### config.mk
export PLATFORM = sky130hd
export DESIGN_NAME = tlul_xbar_top
export DESIGN_NICKNAME = d
export VERILOG_FILES = /design/src/rtl/tlul_pkg.sv /design/src/rtl/tlul_link_if.sv /design/src/rtl/tlul_fifo.sv /design/src/rtl/tlul_fifo_pair.sv /design/src/rtl/tlul_rr_arbiter.sv /design/src/rtl/tlul_socket_m1.sv /design/src/rtl/tlul_sram_dev.sv /design/src/rtl/tlul_xbar_top.sv
export SDC_FILE = /design/constraint.sdc
export NUM_CORES = 2
export LEC_CHECK = 0
export BUFFER_PORTS_ARGS = -buffer_cell sky130_fd_sc_hd__buf_4
export CAP_MARGIN = 30
export CORE_UTILIZATION = 58
export CTS_BUF_LIST = sky130_fd_sc_hd__clkbuf_4
export DETAILED_ROUTE_END_ITERATION = 10
export GPL_TIMING_DRIVEN = 0
export PLACE_DENSITY_LB_ADDON = 0.12
export SLEW_MARGIN = 5
export SYNTH_ARGS = -nofsm -noshare
export SYNTH_HDL_FRONTEND = slang
export SYNTH_SLANG_ARGS = --single-unit
### constraint.sdc
create_clock -name clk_i -period 9.21 [get_ports clk_i]
set_input_delay 1.3815 -clock clk_i [delete_from_list [all_inputs] [get_ports clk_i]]
set_output_delay 1.3815 -clock clk_i [all_outputs]
set_load 0.005 [all_outputs]
### src/rtl/tlul_pkg.sv
`default_nettype none

package tlul_pkg;

  // Bus widths
  localparam int unsigned AddrW   = 32;
  localparam int unsigned DataW   = 32;
  localparam int unsigned MaskW   = DataW / 8;
  localparam int unsigned SourceW = 4;

  typedef logic [AddrW-1:0]   tl_addr_t;
  typedef logic [DataW-1:0]   tl_data_t;
  typedef logic [MaskW-1:0]   tl_mask_t;
  typedef logic [SourceW-1:0] tl_source_t;

  // A channel opcodes, reduced set
  typedef enum logic [2:0] {
    PutFullData = 3'h0,
    Get         = 3'h4
  } tl_a_op_e;

  // D channel opcodes
  typedef enum logic [2:0] {
    AccessAck     = 3'h0,
    AccessAckData = 3'h1
  } tl_d_op_e;

  // Request beat
  typedef struct packed {
    tl_a_op_e   opcode;
    tl_addr_t   address;
    tl_mask_t   mask;
    tl_data_t   data;
    tl_source_t source;
  } tl_a_t;

  // Response beat
  typedef struct packed {
    tl_d_op_e   opcode;
    tl_data_t   data;
    tl_source_t source;
    logic       error;
  } tl_d_t;

endpackage

`default_nettype wire

### src/rtl/tlul_link_if.sv
`default_nettype none

interface tlul_link_if import tlul_pkg::*; ();

  // Request channel
  logic  a_valid;
  logic  a_ready;
  tl_a_t a;

  // Response channel
  logic  d_valid;
  logic  d_ready;
  tl_d_t d;

  // Requesting side
  modport host (
    output a_valid, a, d_ready,
    input  a_ready, d_valid, d
  );

  // Responding side
  modport device (
    input  a_valid, a, d_ready,
    output a_ready, d_valid, d
  );

endinterface

`default_nettype wire

### src/rtl/tlul_fifo.sv
`default_nettype none

module tlul_fifo #(
  parameter type         payload_t = logic,
  parameter int unsigned Depth     = 2,
  parameter bit          Pass      = 1'b1
) (
  input  logic     clk_i,
  input  logic     reset_i,
  input  logic     valid_i,
  output logic     ready_o,
  input  payload_t data_i,
  output logic     valid_o,
  input  logic     ready_i,
  output payload_t data_o
);

  // Depth 0 keeps one dummy slot and relies on pass-through
  localparam int unsigned Slots = (Depth > 0) ? Depth : 1;
  localparam int unsigned PtrW  = (Slots > 1) ? $clog2(Slots) : 1;
  localparam int unsigned CntW  = $clog2(Slots + 1);

  payload_t        mem_q [Slots];
  logic [PtrW-1:0] wr_ptr_q;
  logic [PtrW-1:0] rd_ptr_q;
  logic [CntW-1:0] count_q;

  logic empty;
  logic pass_now;
  logic push;
  logic pop;

  assign empty    = (count_q == '0);
  // Bypass the buffer only while nothing is queued
  assign pass_now = Pass && empty;

  assign valid_o = pass_now ? valid_i : !empty;
  assign data_o  = pass_now ? data_i : mem_q[rd_ptr_q];

  // Room left, or the beat goes straight out
  assign ready_o = (count_q < Depth) || (pass_now && ready_i);

  // Store only what the output did not take
  assign push = valid_i && ready_o && !(pass_now && ready_i);
  assign pop  = !empty && ready_i;

  always_ff @(posedge clk_i) begin
    if (push) begin
      mem_q[wr_ptr_q] <= data_i;
    end
  end

  always_ff @(posedge clk_i) begin
    if (reset_i) begin
      wr_ptr_q <= '0;
      rd_ptr_q <= '0;
      count_q  <= '0;
    end else begin
      if (push) begin
        // Wrap at the last slot
        wr_ptr_q <= (wr_ptr_q == PtrW'(Slots - 1)) ? '0 : wr_ptr_q + 1'b1;
      end
      if (pop) begin
        rd_ptr_q <= (rd_ptr_q == PtrW'(Slots - 1)) ? '0 : rd_ptr_q + 1'b1;
      end
      if (push && !pop) begin
        count_q <= count_q + 1'b1;
      end else if (pop && !push) begin
        count_q <= count_q - 1'b1;
      end
    end
  end

endmodule

`default_nettype wire

### src/rtl/tlul_fifo_pair.sv
`default_nettype none

module tlul_fifo_pair import tlul_pkg::*; #(
  parameter int unsigned Depth = 2,
  parameter bit          Pass  = 1'b1
) (
  input  logic        clk_i,
  input  logic        reset_i,
  tlul_link_if.device up,
  tlul_link_if.host   dn
);

  // Requests flow from up to dn
  tlul_fifo #(
    .payload_t (tl_a_t),
    .Depth     (Depth),
    .Pass      (Pass)
  ) u_req_fifo (
    .clk_i,
    .reset_i,
    .valid_i (up.a_valid),
    .ready_o (up.a_ready),
    .data_i  (up.a),
    .valid_o (dn.a_valid),
    .ready_i (dn.a_ready),
    .data_o  (dn.a)
  );

  // Responses flow back from dn to up
  tlul_fifo #(
    .payload_t (tl_d_t),
    .Depth     (Depth),
    .Pass      (Pass)
  ) u_rsp_fifo (
    .clk_i,
    .reset_i,
    .valid_i (dn.d_valid),
    .ready_o (dn.d_ready),
    .data_i  (dn.d),
    .valid_o (up.d_valid),
    .ready_i (up.d_ready),
    .data_o  (up.d)
  );

endmodule

`default_nettype wire

### src/rtl/tlul_rr_arbiter.sv
`default_nettype none

module tlul_rr_arbiter import tlul_pkg::*; #(
  parameter int unsigned M = 2
) (
  input  logic         clk_i,
  input  logic         reset_i,
  input  logic [M-1:0] req_i,
  input  tl_a_t        data_i [M],
  output logic [M-1:0] gnt_o,
  output logic         valid_o,
  output tl_a_t        data_o,
  input  logic         ready_i
);

  localparam int unsigned IdxW = (M > 1) ? $clog2(M) : 1;

  // Search start point
  logic [IdxW-1:0] ptr_q;
  // Winner locked while the output stalls
  logic            hold_q;
  logic [IdxW-1:0] hold_idx_q;

  logic            found;
  logic [IdxW-1:0] pick_idx;
  logic [IdxW-1:0] win_idx;
  logic            xfer;

  // First requester at or after the pointer
  always_comb begin
    int unsigned cand;
    found    = 1'b0;
    pick_idx = '0;
    for (int unsigned k = 0; k < M; k++) begin
      cand = (ptr_q + k) % M;
      if (!found && req_i[cand]) begin
        found    = 1'b1;
        pick_idx = IdxW'(cand);
      end
    end
  end

  assign win_idx = hold_q ? hold_idx_q : pick_idx;
  assign valid_o = hold_q ? req_i[hold_idx_q] : found;
  assign data_o  = data_i[win_idx];
  assign xfer    = valid_o && ready_i;

  // Grant doubles as the winner's ready
  always_comb begin
    gnt_o = '0;
    if (xfer) begin
      gnt_o[win_idx] = 1'b1;
    end
  end

  always_ff @(posedge clk_i) begin
    if (reset_i) begin
      ptr_q      <= '0;
      hold_q     <= 1'b0;
      hold_idx_q <= '0;
    end else if (xfer) begin
      hold_q <= 1'b0;
      // Step past the winner for fairness
      ptr_q  <= (win_idx == IdxW'(M - 1)) ? '0 : win_idx + 1'b1;
    end else if (valid_o) begin
      hold_q     <= 1'b1;
      hold_idx_q <= win_idx;
    end
  end

endmodule

`default_nettype wire

### src/rtl/tlul_socket_m1.sv
`default_nettype none

module tlul_socket_m1 import tlul_pkg::*; #(
  parameter int unsigned M         = 2,
  parameter int unsigned HostDepth = 2,
  parameter bit          HostPass  = 1'b1,
  parameter int unsigned DevDepth  = 2,
  parameter bit          DevPass   = 1'b1
) (
  input  logic        clk_i,
  input  logic        reset_i,
  tlul_link_if.device host [M],
  tlul_link_if.host   dev
);

  // Low source bits that name the host
  localparam int unsigned IdW = $clog2(M);

  // Host side, before and after the host FIFOs
  tlul_link_if host_in [M] ();
  tlul_link_if host_out [M] ();
  // Arbiter output into the device FIFO
  tlul_link_if arb_link ();

  logic  [M-1:0] arb_req;
  logic  [M-1:0] arb_gnt;
  tl_a_t         arb_data [M];
  logic  [M-1:0] rsp_take;
  tl_d_t         rsp_restored;

  // Shift the host index back out, top bits come back as zero
  always_comb begin
    rsp_restored        = arb_link.d;
    rsp_restored.source = {{IdW{1'b0}}, arb_link.d.source[SourceW-1:IdW]};
  end

  for (genvar i = 0; i < M; i++) begin : gen_host
    tl_a_t req_shifted;
    tl_d_t rsp_out;
    logic  rsp_hit;

    // Host index replaces the low source bits
    always_comb begin
      req_shifted        = host[i].a;
      req_shifted.source = {host[i].a.source[SourceW-1:IdW], IdW'(i)};
    end

    // Error flag only rides on a valid beat
    always_comb begin
      rsp_out       = host_in[i].d;
      rsp_out.error = host_in[i].d.error & host_in[i].d_valid;
    end

    assign host_in[i].a_valid = host[i].a_valid;
    assign host_in[i].a       = req_shifted;
    assign host_in[i].d_ready = host[i].d_ready;
    assign host[i].a_ready    = host_in[i].a_ready;
    assign host[i].d_valid    = host_in[i].d_valid;
    assign host[i].d          = rsp_out;

    tlul_fifo_pair #(
      .Depth (HostDepth),
      .Pass  (HostPass)
    ) u_host_fifo (
      .clk_i,
      .reset_i,
      .up (host_in[i]),
      .dn (host_out[i])
    );

    // Arbiter request side
    assign arb_req[i]          = host_out[i].a_valid;
    assign arb_data[i]         = host_out[i].a;
    assign host_out[i].a_ready = arb_gnt[i];

    // Steer the response by its low source bits
    assign rsp_hit             = (arb_link.d.source[IdW-1:0] == IdW'(i));
    assign host_out[i].d_valid = arb_link.d_valid & rsp_hit;
    assign host_out[i].d       = rsp_restored;
    assign rsp_take[i]         = host_out[i].d_ready & rsp_hit;
  end

  tlul_rr_arbiter #(
    .M (M)
  ) u_arb (
    .clk_i,
    .reset_i,
    .req_i   (arb_req),
    .data_i  (arb_data),
    .gnt_o   (arb_gnt),
    .valid_o (arb_link.a_valid),
    .data_o  (arb_link.a),
    .ready_i (arb_link.a_ready)
  );

  // Only the addressed host can pop the response
  assign arb_link.d_ready = |rsp_take;

  tlul_fifo_pair #(
    .Depth (DevDepth),
    .Pass  (DevPass)
  ) u_dev_fifo (
    .clk_i,
    .reset_i,
    .up (arb_link),
    .dn (dev)
  );

endmodule

`default_nettype wire

### src/rtl/tlul_sram_dev.sv
`default_nettype none

module tlul_sram_dev import tlul_pkg::*; #(
  parameter int unsigned MemWords = 16
) (
  input  logic        clk_i,
  input  logic        reset_i,
  tlul_link_if.device tl
);

  localparam int unsigned IdxW = (MemWords > 1) ? $clog2(MemWords) : 1;

  tl_data_t        mem_q [MemWords];
  logic            rsp_valid_q;
  tl_d_t           rsp_q;
  logic            accept;
  logic            in_range;
  logic            is_get;
  logic [IdxW-1:0] word_idx;
  tl_data_t        wr_word;

  // Word addressing, byte offset ignored
  assign word_idx = tl.a.address[IdxW+1:2];
  assign in_range = (tl.a.address < tl_addr_t'(MemWords * 4));
  assign is_get   = (tl.a.opcode == Get);

  // Stall new requests while a response sits unread
  assign tl.a_ready = !rsp_valid_q || tl.d_ready;
  assign accept     = tl.a_valid && tl.a_ready;
  assign tl.d_valid = rsp_valid_q;
  assign tl.d       = rsp_q;

  // Merge enabled bytes into the stored word
  always_comb begin
    wr_word = mem_q[word_idx];
    for (int b = 0; b < MaskW; b++) begin
      if (tl.a.mask[b]) begin
        wr_word[8*b +: 8] = tl.a.data[8*b +: 8];
      end
    end
  end

  always_ff @(posedge clk_i) begin
    if (reset_i) begin
      for (int w = 0; w < MemWords; w++) begin
        mem_q[w] <= '0;
      end
    end else if (accept && in_range && !is_get) begin
      mem_q[word_idx] <= wr_word;
    end
  end

  always_ff @(posedge clk_i) begin
    if (reset_i) begin
      rsp_valid_q <= 1'b0;
    end else if (accept) begin
      rsp_valid_q <= 1'b1;
    end else if (tl.d_ready) begin
      rsp_valid_q <= 1'b0;
    end
  end

  // Response beat, source echoed back
  always_ff @(posedge clk_i) begin
    if (accept) begin
      rsp_q.opcode <= is_get ? AccessAckData : AccessAck;
      rsp_q.data   <= (is_get && in_range) ? mem_q[word_idx] : '0;
      rsp_q.source <= tl.a.source;
      rsp_q.error  <= !in_range;
    end
  end

endmodule

`default_nettype wire

### src/rtl/tlul_xbar_top.sv
`default_nettype none

module tlul_xbar_top import tlul_pkg::*; #(
  parameter int unsigned M         = 2,
  parameter int unsigned HostDepth = 2,
  parameter int unsigned DevDepth  = 2,
  parameter bit          HostPass  = 1'b1,
  parameter bit          DevPass   = 1'b1,
  parameter int unsigned MemWords  = 16
) (
  input  logic       clk_i,
  input  logic       reset_i,
  input  logic       host_a_valid_i   [M],
  input  tl_a_op_e   host_a_opcode_i  [M],
  input  tl_addr_t   host_a_address_i [M],
  input  tl_mask_t   host_a_mask_i    [M],
  input  tl_data_t   host_a_data_i    [M],
  input  tl_source_t host_a_source_i  [M],
  input  logic       host_d_ready_i   [M],
  output logic       host_a_ready_o   [M],
  output logic       host_d_valid_o   [M],
  output tl_d_op_e   host_d_opcode_o  [M],
  output tl_data_t   host_d_data_o    [M],
  output tl_source_t host_d_source_o  [M],
  output logic       host_d_error_o   [M]
);

  tlul_link_if host_link [M] ();
  tlul_link_if dev_link ();

  // Pack and unpack the flat host ports
  for (genvar i = 0; i < M; i++) begin : gen_host_port
    assign host_link[i].a_valid = host_a_valid_i[i];
    assign host_link[i].a = '{
      opcode:  host_a_opcode_i[i],
      address: host_a_address_i[i],
      mask:    host_a_mask_i[i],
      data:    host_a_data_i[i],
      source:  host_a_source_i[i]
    };
    assign host_link[i].d_ready = host_d_ready_i[i];

    assign host_a_ready_o[i]  = host_link[i].a_ready;
    assign host_d_valid_o[i]  = host_link[i].d_valid;
    assign host_d_opcode_o[i] = host_link[i].d.opcode;
    assign host_d_data_o[i]   = host_link[i].d.data;
    assign host_d_source_o[i] = host_link[i].d.source;
    assign host_d_error_o[i]  = host_link[i].d.error;
  end

  tlul_socket_m1 #(
    .M         (M),
    .HostDepth (HostDepth),
    .HostPass  (HostPass),
    .DevDepth  (DevDepth),
    .DevPass   (DevPass)
  ) u_socket (
    .clk_i,
    .reset_i,
    .host (host_link),
    .dev  (dev_link)
  );

  tlul_sram_dev #(
    .MemWords (MemWords)
  ) u_sram (
    .clk_i,
    .reset_i,
    .tl (dev_link)
  );

endmodule

`default_nettype wire

==> impl_metrics.sql <==
INSERT INTO impl_metrics (metric_group, metric, value, unit) VALUES
('placed_design', 'dpl_cells', '5409', ''),
('yosys', 'netlist_instances', '3875', ''),
('timing', 'layout_worst_path_cycle_share', '0.656', ''),
('global_route', 'grt_max_degree', '54', ''),
('placed_design', 'placement.io_buffers', '226', ''),
('drt', 'remaining_drc_errors', '0', ''),
('yosys', 'synth-edff-count', '1208', ''),
('cts', 'number_of_buffers_added_for_setup_after_cts', '0', ''),
('placed_design', 'dp_hpwl', '109000', 'um'),
('critical_path', 'crit_path_category', 'register to register', ''),
('timing', 'rsz0062_at_grt', 'no', ''),
('finish', 'fin_area', '63100', 'um2'),
('finish', 'finish.net_count', '4649', ''),
('run_status', 'status', 'complete, no violations', ''),
('yosys', 'netlist.area_leader.share', '0.661', ''),
('power', 'post-layout-total-power', '0.0239', 'W'),
('cts', 'postCtsResizedCells', '0', ''),
('critical_path', 'cp_slowest_cell', 'a31oi_1', ''),
('critical_path', 'critical_path.endpoint_type', 'register', ''),
('cts', 'clock_buffers_created_by_tritoncts', '327', ''),
('timing', 'worst_slew_pin_tran', '1.10', 'ns'),
('timing', 'setup_viol', '0', ''),
('yosys', 'synthesis.yosys.warnings', '0', ''),
('yosys', 'post_synth_main_area_contributors', 'edfxtp_1 (66%), mux2i_1 (8.5%), nor2b_1 (5.2%), o211ai_1 (2.9%), a21oi_1 (2.0%)', ''),
('finish', 'finish.utilization', '0.675', ''),
('cts', 'clock_tree.buffer_depth', '4', ''),
('cts', 'clock_transition_at_the_registers_of_the_reported_paths', '0.06', 'ns'),
('power', 'vdd_ir_drop_max', '233', 'uV'),
('drt', 'vias', '36800', ''),
('critical_path', 'crit_arrival', '6.84', 'ns'),
('power', 'power_leakage', '21.6', 'nW'),
('timing', 'final_hold_viol_count', '0', ''),
('timing', 'layout_min_cycle_time', '6.05', 'ns'),
('drt', 'detailedRoute.firstPassIterationCount', '7', ''),
('cts', 'cts.sinks', '1242', ''),
('yosys', 'register_bit_count_reported_by_yosys', '1242', ''),
('drt', 'postRouteAntennaNets', '0', ''),
('finish', 'finalNonFillerCells', '5938', ''),
('floorplanning', 'die-height', '310', 'um'),
('yosys', 'post_synth_and_or_nand_nor_area_fraction', '0.0880', ''),
('yosys', 'ys_async_sr_fraction', '0', ''),
('timing', 'fin_skew', '0.112', 'ns'),
('finish', 'fillCellCount', '6831', ''),
('critical_path', 'path_cells', 'or2_2, buf_2, buf_2, clkbuf_1, clkbuf_1, nand2_1, a221oi_4, buf_2, nand2_1, clkbuf_1, a31oi_1', ''),
('critical_path', 'crit_path_start_kind', 'register', ''),
('drt', 'detail_route.wirelength', '157000', 'um'),
('drt', 'vias_per_cell', '6.19', ''),
('finish', 'layout-area-overhead-vs-synth', '14.9', '%'),
('min_path', 'min-delay-path-class', 'input port to register', ''),
('global_route', 'grt-ovfl-total', '0', ''),
('yosys', 'most_frequent_cells_after_synthesis', 'edfxtp_1 (1,208), mux2i_1 (466), nor2b_1 (452)', ''),
('cts', 'tritoncts', 'built', ''),
('critical_path', 'worst-endpoint-required', '10.01', 'ns'),
('yosys', 'synth_compound_area_frac', '0.105', ''),
('floorplanning', 'rows', '112', ''),
('yosys', 'largest_family_of_logic_cells_by_synthesized_area', 'compound AO/OA/AOI/OAI gates', ''),
('floorplanning', 'die_area', '95900', 'um2'),
('yosys', 'synthMostInstantiatedCell', 'edfxtp_1', ''),
('global_route', 'antenna_found_initial', '13', ''),
('placed_design', 'dpl-instance-area', '59200', 'um2'),
('floorplanning', 'floorplan.io_pins', '240', ''),
('timing', 'setup_tns', '0', 'ns'),
('global_route', 'grt_pass1_wl', '229000', 'um'),
('drt', 'initial_drc_count', '3951', ''),
('yosys', 'synth.avg_cell_area', '14.2', 'um2'),
('global_route', 'grt_pass1_vias', '36600', ''),
('placed_design', 'finalWeightedCongestion', '0.969', ''),
('cts', 'cts-htree-levels', '5', ''),
('cts', 'clock_insertion_delay_worst_skew', '1.22', 'ns'),
('floorplanning', 'initial_utilization', '0.587', ''),
('cts', 'post_cts_hold_buffer_count', '0', '');
placed cells by master (no fill, tap or decap), types with 29 or more instances in the layout:
cell type	Yosys	final
a21oi_1	224	224
a31oi_1	29	29
buf_2	74	79
buf_4	22	252
clkbuf_1	186	186
clkbuf_4	0	460
clkinv_1	0	42
dfxtp_1	34	34
edfxtp_1	1208	1208
mux2_2	81	81
mux2i_1	466	466
nand2_1	172	172
nor2_1	139	135
nor2b_1	452	449
nor3_1	29	29
o211ai_1	209	209
o21ai_0	169	169
o22a_1	56	56
final timing paths:
kind                                                     startpoint                                                    end  slack [ns]  cells past startpoint
min reg2reg                           u_sram.tl.d[14]$_SDFFCE_PN0P_  u_socket.u_dev_fifo.u_rsp_fifo.mem_q[0][14]$_DFFE_PP_        0.47                      0
max          u_socket.u_dev_fifo.u_req_fifo.count_q[0]$_SDFFE_PP0P_                          u_sram.tl.d[14]$_SDFFCE_PN0P_        3.16                     11
min                                                host_a_mask_i[3]                                               register        0.38                      1
max reg2reg  u_socket.u_dev_fifo.u_req_fifo.count_q[0]$_SDFFE_PP0P_                          u_sram.tl.d[14]$_SDFFCE_PN0P_        3.16                     11
sequential cells by signal, indices dropped and copies added (netlist names), named ones only:
| name | cells |
|---|---|
| u_socket.gen_host.u_host_fifo.u_req_fifo.wr_ptr_q | 2 |
| u_socket.gen_host.u_host_fifo.u_req_fifo.rd_ptr_q | 2 |
| u_socket.u_dev_fifo.u_req_fifo.count_q | 2 |
| u_socket.u_dev_fifo.u_rsp_fifo.wr_ptr_q | 1 |
| u_socket.gen_host.u_host_fifo.u_req_fifo.count_q | 4 |
| u_socket.gen_host.u_host_fifo.u_rsp_fifo.mem_q | 148 |
| u_socket.u_dev_fifo.u_rsp_fifo.rd_ptr_q | 1 |
| u_socket.u_dev_fifo.u_req_fifo.wr_ptr_q | 1 |
| u_sram.tl.d_valid | 1 |
| u_socket.gen_host.u_host_fifo.u_req_fifo.mem_q | 288 |
| u_socket.u_dev_fifo.u_req_fifo.rd_ptr_q | 1 |
| u_socket.gen_host.u_host_fifo.u_rsp_fifo.rd_ptr_q | 2 |
| u_socket.u_arb.hold_idx_q | 1 |
| u_socket.u_dev_fifo.u_rsp_fifo.count_q | 2 |
| u_socket.u_dev_fifo.u_rsp_fifo.mem_q | 76 |
| u_socket.u_dev_fifo.u_req_fifo.mem_q | 146 |
| u_socket.u_arb.ptr_q | 1 |
| u_socket.gen_host.u_host_fifo.u_rsp_fifo.wr_ptr_q | 2 |
| u_socket.gen_host.u_host_fifo.u_rsp_fifo.count_q | 4 |
| u_socket.u_arb.hold_q | 1 |
| u_sram.mem_q | 512 |
| u_sram.tl.d | 38 |
report_power, final:
part           switching (W)  total (W)  internal, W
combinational        0.00725     0.0113      0.00409
sequential          0.000314    0.00800      0.00769
clock                0.00216    0.00457      0.00241
kinds of logic after synthesis:
logic type / after synthesis
AND/OR/NAND/NOR: 898
buffers and inverters: 334
adder cells (fa/ha/maj): 6
XOR/XNOR: 24
flip-flops: 1242
other: 1
multiplexers: 548
AO/OA/AOI/OAI: 822
critical path, delay by kind of cell (launching register included):
kind                   cells  cell delay (ns)
buffers and inverters      6             2.96
AO/OA/AOI/OAI              2             1.66
AND/OR/NAND/NOR            3             0.69
flip-flops                 1             0.39
per-layer routing:
layer  wire, um  global-route usage  up-vias  share of wire
met2      72800               0.513     2170           0.46
met5         27             0.00303        -        0.00017
li1           -                   -    16200              -
met1      60300               0.420    18000           0.38
met4       8030               0.187        4          0.051
met3      16300              0.0885      456           0.10
layout make-up:
type,instances,area [um2],area share
diodes,9,22.5,0.000357
plain buffers,320,1400,0.0222
clock buffers,460,3450,0.0548
clock inverters,57,354,0.00562
inverters,14,52.6,0.000833
multi-input cells,2304,16600,0.264
flip-flops and latches,1242,37000,0.586
well taps,1254,1570,0.0249
repair buffers,278,2620,0.0415
stage by stage:
stage                     hold slack, ns  setup WS, ns
final                              0.380          3.16
after global routing               0.327          3.23
after CTS                          0.280          3.49
after detailed placement           0.464          2.77
after global placement             0.462        -0.777
after floorplan                    0.445          2.20
Power figures use the tool's default switching activity.
